`src/rtl/lm_addr_pkg.sv`:
```
// Physical address layout for the load monitor
// Assumes 64-byte cache lines and a 256-set data cache, so the
// index is address bits 13 to 6; a different cache geometry needs
// idx_width and line_lsb changed together
`default_nettype none

package lm_addr_pkg;

  //==============================
  // Field positions
  //==============================
  localparam int pa_width  = 40;
  localparam int line_lsb  = 6;
  localparam int idx_width = 8;

  //==============================
  // Address types
  //==============================
  // Full physical address
  typedef logic [pa_width-1:0]          pa_t;

  // Line number, address bits above the line offset
  typedef logic [pa_width-line_lsb-1:0] line_t;

  // Cache set index
  typedef logic [idx_width-1:0]         idx_t;

endpackage : lm_addr_pkg

`default_nettype wire

```
`src/rtl/lm_ctrl_pkg.sv`:
```
// Control encodings for the load monitor
// The state encoding keeps bit 2 clear only in idle, so any
// held reservation can be seen from the top bit alone
// Bus response codes follow the AXI RRESP encoding
`default_nettype none

package lm_ctrl_pkg;

  localparam int size_width  = 3;
  localparam int bus_id_width = 5;

  //==============================
  // Reservation state
  //==============================
  typedef enum logic [2:0] {
    idle         = 3'b000,
    wait_req     = 3'b100,
    wait_resp    = 3'b101,
    ex_wait_lock = 3'b110,
    amo_lock     = 3'b111
  } lm_state_t;

  //==============================
  // Bus response
  //==============================
  // Only slverr is treated as a failed read
  typedef enum logic [1:0] {
    okay   = 2'b00,
    exokay = 2'b01,
    slverr = 2'b10,
    decerr = 2'b11
  } resp_t;

  typedef logic [size_width-1:0]   size_t;
  typedef logic [bus_id_width-1:0] bus_id_t;

endpackage : lm_ctrl_pkg

`default_nettype wire

```
`src/rtl/lm_resv_if.sv`:
```
// Link between the reservation register and the state machine
// All signals are level status within one lm_clk cycle, with no
// handshake; the register side reports hits and responses, the
// state machine side reports the current state
`timescale 1ns/1ps
`default_nettype none

interface lm_resv_if;

  import lm_ctrl_pkg::*;

  // Hits on the reserved line this cycle
  logic      snoop_hit;
  logic      evict_hit;

  // Sticky hits seen while the request was outstanding
  logic      already_snoop;
  logic      already_evict;

  // Matching bus response, split on slverr
  logic      resp_ok;
  logic      resp_err;

  // Reservation came from an LR, not an AMO
  logic      lr;

  lm_state_t state;

  modport resv (
    output snoop_hit,
    output evict_hit,
    output already_snoop,
    output already_evict,
    output resp_ok,
    output resp_err,
    output lr,
    input  state
  );

  modport fsm (
    input  snoop_hit,
    input  evict_hit,
    input  already_snoop,
    input  already_evict,
    input  resp_ok,
    input  resp_err,
    input  lr,
    output state
  );

endinterface : lm_resv_if

`default_nettype wire

```
`src/rtl/lm_resv_reg.sv`:
```
// Reservation register of the load monitor
// Holds one reservation only; a new init_vld overwrites it in any state
// Reserved address, size, LR flag and bus id have no reset and are
// only meaningful once the state machine has left idle
`timescale 1ns/1ps
`default_nettype none

module lm_resv_reg (
  input  wire                   lm_clk,
  input  wire                   cpurst_b,
  // Reservation start
  input  wire                   init_vld,
  input  lm_addr_pkg::pa_t      init_pa,
  input  lm_ctrl_pkg::size_t    init_size,
  input  wire                   init_lr,
  // Bus request and response
  input  wire                   req_issued,
  input  lm_ctrl_pkg::bus_id_t  req_id,
  input  wire                   r_vld,
  input  lm_ctrl_pkg::bus_id_t  r_id,
  input  lm_ctrl_pkg::resp_t    r_resp,
  // Line hits
  input  wire                   snoop_inv_vld,
  input  lm_addr_pkg::line_t    snoop_line,
  input  wire                   victim_vld,
  input  lm_addr_pkg::line_t    victim_line,
  // SC check
  input  lm_addr_pkg::pa_t      sc_pa,
  input  lm_ctrl_pkg::size_t    sc_size,
  lm_resv_if.resv               resv,
  output logic                  sc_fail,
  output lm_addr_pkg::pa_t      resv_pa
);

  import lm_addr_pkg::*;
  import lm_ctrl_pkg::*;

  pa_t     resv_addr;
  size_t   resv_size;
  logic    resv_lr;
  bus_id_t resv_id;
  line_t   resv_line;
  logic    mnt_snq;
  logic    id_hit;

  //==============================
  // Reservation payload
  //==============================
  always_ff @(posedge lm_clk)
  begin
    if (init_vld)
    begin
      resv_addr <= init_pa;
      resv_size <= init_size;
      resv_lr   <= init_lr;
    end
  end

  // Id of the outstanding read
  always_ff @(posedge lm_clk)
  begin
    if (req_issued)
      resv_id <= req_id;
  end

  assign resv_line = resv_addr[pa_width-1:line_lsb];
  assign resv_pa   = resv_addr;
  assign resv.lr   = resv_lr;

  //==============================
  // Line and response matching
  //==============================
  assign resv.snoop_hit = snoop_inv_vld && (snoop_line == resv_line);
  assign resv.evict_hit = victim_vld && (victim_line == resv_line);

  assign id_hit        = r_vld && (r_id == resv_id);
  assign resv.resp_ok  = id_hit && (r_resp != slverr);
  assign resv.resp_err = id_hit && (r_resp == slverr);

  //==============================
  // Sticky hit flags
  //==============================
  // Snoops are watched while the read is pending in either wait state
  assign mnt_snq = (resv.state == wait_req) || (resv.state == wait_resp);

  always_ff @(posedge lm_clk or negedge cpurst_b)
  begin
    if (!cpurst_b)
      resv.already_snoop <= 1'b0;
    else if (init_vld)
      resv.already_snoop <= 1'b0;
    else if (mnt_snq && resv.snoop_hit)
      resv.already_snoop <= 1'b1;
  end

  // Evictions only matter before the request has gone out
  always_ff @(posedge lm_clk or negedge cpurst_b)
  begin
    if (!cpurst_b)
      resv.already_evict <= 1'b0;
    else if (init_vld)
      resv.already_evict <= 1'b0;
    else if ((resv.state == wait_req) && resv.evict_hit)
      resv.already_evict <= 1'b1;
  end

  //==============================
  // Store-conditional check
  //==============================
  // Pass needs the LR lock plus an exact address and size match
  assign sc_fail = (resv.state != ex_wait_lock)
                   || (sc_pa != resv_addr)
                   || (sc_size != resv_size);

endmodule : lm_resv_reg

`default_nettype wire

```
`src/rtl/lm_state_fsm.sv`:
```
// Reservation state machine of the load monitor
// One transition per lm_clk edge; flush wins over every other input
// and returns to idle on the next edge
// Callers must not raise no_req and req_issued in the same cycle;
// no_req is taken first if they do
`timescale 1ns/1ps
`default_nettype none

module lm_state_fsm (
  input  wire     lm_clk,
  input  wire     cpurst_b,
  input  wire     init_vld,
  input  wire     no_req,
  input  wire     req_issued,
  input  wire     lock_clr,
  input  wire     flush,
  lm_resv_if.fsm  resv
);

  import lm_ctrl_pkg::*;

  lm_state_t state;
  lm_state_t next_state;
  logic      line_lost;

  //==============================
  // State register
  //==============================
  always_ff @(posedge lm_clk or negedge cpurst_b)
  begin
    if (!cpurst_b)
      state <= idle;
    else if (flush)
      state <= idle;
    else
      state <= next_state;
  end

  assign resv.state = state;

  // Reserved line was snooped or evicted before the request resolved
  assign line_lost = resv.already_snoop || resv.snoop_hit
                     || resv.already_evict || resv.evict_hit;

  //==============================
  // Next state
  //==============================
  always_comb
  begin
    next_state = state;
    case (state)
      idle:
      begin
        if (init_vld)
          next_state = wait_req;
      end
      wait_req:
      begin
        // Request skipped, line already in cache
        if (no_req)
          next_state = line_lost ? idle : ex_wait_lock;
        else if (req_issued)
          next_state = wait_resp;
      end
      wait_resp:
      begin
        if (resv.resp_err)
          next_state = idle;
        else if (resv.resp_ok)
          next_state = resv.lr ? ex_wait_lock : amo_lock;
      end
      ex_wait_lock:
      begin
        // A new LR replaces the current reservation
        if (init_vld)
          next_state = wait_req;
        else if (resv.snoop_hit || lock_clr || resv.evict_hit)
          next_state = idle;
      end
      amo_lock:
      begin
        if (lock_clr)
          next_state = idle;
      end
      default:
      begin
        next_state = idle;
      end
    endcase
  end

endmodule : lm_state_fsm

`default_nettype wire

```
`src/rtl/lm_idx_guard.sv`:
```
// Cache index guard for the AMO lock
// Purely combinational; each requester is compared on its own,
// so several hits may be high in the same cycle
`timescale 1ns/1ps
`default_nettype none

module lm_idx_guard #(
  parameter int num_req = 3
) (
  input  lm_addr_pkg::idx_t  lock_idx,
  input  wire                locked,
  input  lm_addr_pkg::idx_t  req_idx [num_req],
  output logic [num_req-1:0] hit
);

  // One comparator per requester
  always_comb
  begin
    for (int i = 0; i < num_req; i++)
    begin
      hit[i] = locked && (req_idx[i] == lock_idx);
    end
  end

endmodule : lm_idx_guard

`default_nettype wire

```
`src/rtl/lm_top.sv`:
```
// Load-reservation monitor top level
// Single reservation, single clock lm_clk, asynchronous active-low reset
// No back-pressure; all outputs are status only
// lm_state changes one cycle after the sampling edge, the other outputs
// are combinational from registered state and the current inputs
`timescale 1ns/1ps
`default_nettype none

module lm_top (
  input  wire                    lm_clk,
  input  wire                    cpurst_b,
  // Reservation start
  input  wire                    init_vld,
  input  lm_addr_pkg::pa_t       init_pa,
  input  lm_ctrl_pkg::size_t     init_size,
  input  wire                    init_lr,
  // Bus request and response
  input  wire                    req_issued,
  input  lm_ctrl_pkg::bus_id_t   req_id,
  input  wire                    no_req,
  input  wire                    r_vld,
  input  lm_ctrl_pkg::bus_id_t   r_id,
  input  lm_ctrl_pkg::resp_t     r_resp,
  // Line hits
  input  wire                    snoop_inv_vld,
  input  lm_addr_pkg::line_t     snoop_line,
  input  wire                    victim_vld,
  input  lm_addr_pkg::line_t     victim_line,
  // Control
  input  wire                    lock_clr,
  input  wire                    flush,
  // SC check
  input  lm_addr_pkg::pa_t       sc_pa,
  input  lm_ctrl_pkg::size_t     sc_size,
  // Index queries
  input  lm_addr_pkg::idx_t      ld_idx,
  input  lm_addr_pkg::pa_t       st_pa,
  input  lm_addr_pkg::pa_t       snq_pa,
  // Status
  output logic                   sc_fail,
  output logic                   ld_hit_idx,
  output logic                   st_hit_idx,
  output logic                   snq_stall,
  output lm_ctrl_pkg::lm_state_t lm_state
);

  import lm_addr_pkg::*;
  import lm_ctrl_pkg::*;

  pa_t        resv_pa;
  idx_t       req_idx [3];
  logic [2:0] idx_hit;
  logic       locked;

  lm_resv_if resv_if ();

  //==============================
  // Reservation and state
  //==============================
  lm_resv_reg u_resv_reg (
    .lm_clk        (lm_clk),
    .cpurst_b      (cpurst_b),
    .init_vld      (init_vld),
    .init_pa       (init_pa),
    .init_size     (init_size),
    .init_lr       (init_lr),
    .req_issued    (req_issued),
    .req_id        (req_id),
    .r_vld         (r_vld),
    .r_id          (r_id),
    .r_resp        (r_resp),
    .snoop_inv_vld (snoop_inv_vld),
    .snoop_line    (snoop_line),
    .victim_vld    (victim_vld),
    .victim_line   (victim_line),
    .sc_pa         (sc_pa),
    .sc_size       (sc_size),
    .resv          (resv_if.resv),
    .sc_fail       (sc_fail),
    .resv_pa       (resv_pa)
  );

  lm_state_fsm u_state_fsm (
    .lm_clk     (lm_clk),
    .cpurst_b   (cpurst_b),
    .init_vld   (init_vld),
    .no_req     (no_req),
    .req_issued (req_issued),
    .lock_clr   (lock_clr),
    .flush      (flush),
    .resv       (resv_if.fsm)
  );

  assign lm_state = resv_if.state;

  //==============================
  // AMO lock index guard
  //==============================
  assign locked = (resv_if.state == amo_lock);

  // Requester order is load, store, snoop
  assign req_idx[0] = ld_idx;
  assign req_idx[1] = st_pa[line_lsb +: idx_width];
  assign req_idx[2] = snq_pa[line_lsb +: idx_width];

  lm_idx_guard #(
    .num_req (3)
  ) u_idx_guard (
    .lock_idx (resv_pa[line_lsb +: idx_width]),
    .locked   (locked),
    .req_idx  (req_idx),
    .hit      (idx_hit)
  );

  assign ld_hit_idx = idx_hit[0];
  assign st_hit_idx = idx_hit[1];
  assign snq_stall  = idx_hit[2];

endmodule : lm_top

`default_nettype wire

```
`config.mk`:
```
export PLATFORM = sky130hd
export DESIGN_NAME = lm_top
export DESIGN_NICKNAME = d
export VERILOG_FILES = /design/src/rtl/lm_addr_pkg.sv /design/src/rtl/lm_ctrl_pkg.sv /design/src/rtl/lm_resv_if.sv /design/src/rtl/lm_resv_reg.sv /design/src/rtl/lm_state_fsm.sv /design/src/rtl/lm_idx_guard.sv /design/src/rtl/lm_top.sv
export SDC_FILE = /design/constraint.sdc
export NUM_CORES = 1
export LEC_CHECK = 0
export ABC_AREA = 1
export BUFFER_PORTS_ARGS = -buffer_cell sky130_fd_sc_hd__clkbuf_2
export CORE_AREA = 2 2 105 107
export DETAILED_ROUTE_END_ITERATION = 10
export DIE_AREA = 0 0 107 109
export GPL_ROUTABILITY_DRIVEN = 0
export PLACE_DENSITY_LB_ADDON = 0.08
export SYNTH_ARGS = -nofsm -noshare
export SYNTH_HDL_FRONTEND = slang
export SYNTH_SLANG_ARGS = --single-unit
```
`constraint.sdc`:
```
create_clock -name lm_clk -period 3.4 [get_ports lm_clk]
set_input_delay 0.34 -clock lm_clk [delete_from_list [all_inputs] [get_ports lm_clk]]
set_output_delay 0.34 -clock lm_clk [all_outputs]
set_load 0.03 [all_outputs]
```
==> flow_metrics.tcl <==
set metrics [dict create \
    slew_viol_final 0 \
    crit_cells 6 \
    synth.yosys.seq_area_share_pct 40.9 \
    synth_area_leaders "edfxtp_1, nand2_1, xnor2_1" \
    drive_gt1_share_pct 37.5 \
    clock_latency_ns 0.32 \
    max_stage_delay_ns 0.54 \
    status "finished, final reports clean" \
    htreeDepth 2 \
    clkSinkCount 54 \
    rr_startpoint "u_resv_reg.resv_pa[12]$_DFFE_PP_" \
    endpoint_kind "primary output" \
    peakVddDrop_v 0.000207 \
    io_buffers 207 \
    drt_pass1_iterations 4 \
    antenna_left 0 \
    tightestPinTransition_ns 0.578 \
    yosys-top-cells-count "nand2_1, inv_1, xnor2_1" \
    crit_family "simple AND/OR/NAND/NOR gates" \
    critPathBufInv 1 \
    gr-total-overflow 0 \
    timing.final.crit_share_pct 76.6 \
    report.final.setup_viol 0 \
    async_flop_share_pct 9.26 \
    post-synth-top-count-cell "nand2_1" \
    synth.top_cell.area_share_pct 37.7 \
    cp_cell_sequence "or2_2 -> a221oi_1 -> nand4_1 -> nor2_1 -> nand3_1 -> clkbuf_2" \
    dieArea_um2 11700 \
    rsz0062_at_grt "false" \
    hold_slack_ns 0.186 \
    cp.required_ns 3.06 \
    ys_warn_count 0 \
    wl_per_cell_um 13.0 \
    path_max_fanout 6 \
    syn-num-nets 763 \
    core-area_um2 10600 \
    reg2reg_slack_ns 1.60 \
    grt_use_met1_pct 24.0 \
    min_path_type "primary input to register" \
    rows 38 \
    first_iter_violations 201 \
    grt_busiest_layer "met2" \
    synth_area_um2 3910 \
    period_minus_slack_ns 2.60 \
    cts_tree "built" \
    critPathSlowestCell "a221oi_1" \
    use_met2_pct 32.3 \
    numCtsBuffers 5 \
    grt_pass1_vias 3750 \
    timing.fmax_mhz 384 \
    fin_worst_skew_ns 0.00207 \
    wirelength_um 11100 \
    slew-limit-headroom_pct 61.5 \
    leakage_nw 2.61 \
    die_h_um 109 \
    synth.avg_cell_area_um2 7.84 \
    hpwlAfterDp_um 9610 \
    postSynthCellCount 498 \
    post-route-drc-count 0 \
    reg2regPathDepth 12 \
    holdCritStartpoint "init_pa[23]" \
    num_io_pins 272 \
    crit_type "register to primary output" \
    clock_tree.buffer_depth 2 \
    antenna_found_initial 0 \
    grt_pass1_wl_um 17200 \
    area_delta_synth_final_pct 33.9 \
    met3_usage_pct 5.38 \
    critPathLaunchType "register" \
    grt_max_degree 31 \
    die_x_um 107 \
    fin_nets 976 \
    ys.flop_type "edfxtp_1" \
    dpl_cell_area_um2 5100 \
    synth_largest_area_cell "edfxtp_1" \
    max_cap_viol_count 0 \
    cts_root_buf "clkbuf_8" \
    routed_via_density 4.55 \
    vias 3873 \
    holdPathEnd "u_resv_reg.resv_pa[23]$_DFFE_PP_" \
    holdPathStages 1 \
    grt_usage_pct 19.1 \
    n_antenna_cell 0 \
    hold_viol 0 \
    critPathLaunch "u_resv_reg.resv_pa[7]$_DFFE_PP_" \
    p_per_area_nw_per_um2 355 \
    r2r_end "u_state_fsm.resv.state[0]$_DFFE_PN0P_" \
    start_util_pct 36.8 \
    cts.reportedPaths.clkPinSlew_ns 0.11 \
    synthDistinctLibCells 34 \
    final_area_um2 5230 \
    synth_edf_count 49 \
    synth-seq-cells 54 \
    tns_ns 0 \
    cp.arrival_ns 2.26 \
]
[report_power, final]
part           total (mW)  internal, mW  switching, mW
registers           0.866         0.790         0.0754
clock network       0.465         0.225          0.240
logic               0.527         0.251          0.276
total                1.86          1.27          0.591
[placed cells by master, fill, tap and decap left out, types with 6 or more instances in the layout]
master      n
clkbuf_2  207
nand2_1   144
inv_1      58
xnor2_1    55
edfxtp_1   49
nor2_1     39
inv_2      21
nand4_1    19
xor2_1     11
or2_2      11
o21ai_0    10
nand3_1     9
o22ai_1     8
a221oi_1    7
nor2_2      6
[worst max path at each step]
stage                            end  slack [ns]
after floorplan           ld_hit_idx        1.19
after global placement       sc_fail        1.19
after detailed placement     sc_fail        1.18
after CTS                    sc_fail        0.81
after global routing         sc_fail        0.66
final                        sc_fail        0.80
[kinds of logic after synthesis]
family                 synth area share (%)
AO/OA/AOI/OAI                          6.79
XOR/XNOR                               14.8
buffers and inverters                  8.46
flip-flops                             40.9
AND/OR/NAND/NOR                        29.1
[worst register-to-register path: cells and delay by family (launching register included)]
| kind | cells | cell delay (ns) |
|---|---|---|
| simple gates | 11 | 1.05 |
| buf+inv | 1 | 0.12 |
| flops | 1 | 0.57 |
[repair_timing]
item | 4_1_cts | 5_1_grt
setup buffers | 0 | 0
hold buffers | 1 | 0
resized for setup | 0 | 0
endpoints found under the hold margin | 5 | 0
[flip-flops by register name, indices dropped and copies added, names as in the netlist]
name,count
u_resv_reg.resv_id,5
u_resv_reg.resv_size,3
u_resv_reg.resv.already_snoop,1
u_resv_reg.resv.already_evict,1
u_resv_reg.resv_pa,40
u_state_fsm.resv.state,3
u_resv_reg.resv.lr,1
[per-layer routing]
layer / part of all wire, % / up-vias
met1: 42 / 1672
li1: - / 2037
met2: 47 / 149
met4: 1.7 / 0
met3: 8.4 / 15
met5: 0 / -
[cell type report]
type | instances | area, µm²
Inverter | 82 | 308
Clock buffer | 5 | 68.8
Timing Repair Buffer | 209 | 1050
Clock inverter | 3 | 48.8
Sequential cell | 54 | 1600
Tap cell | 140 | 175
Multi-Input combinational cell | 359 | 1980
Fill cell | 1086 | 5370
[per-stage QoR]
step	worst slack [ns]	util, %	std cells	total power [mW]
5_1_grt	0.664	49.3	852	1.98
3_3_place_gp	1.19	48.1	843	1.40
3_5_place_dp	1.18	48.1	843	1.41
6_report	0.796	49.3	852	1.86
2_1_floorplan	1.19	-	498	1.18
4_1_cts	0.805	49.3	852	1.88
Note: power is estimated with default switching activity, not from simulation.
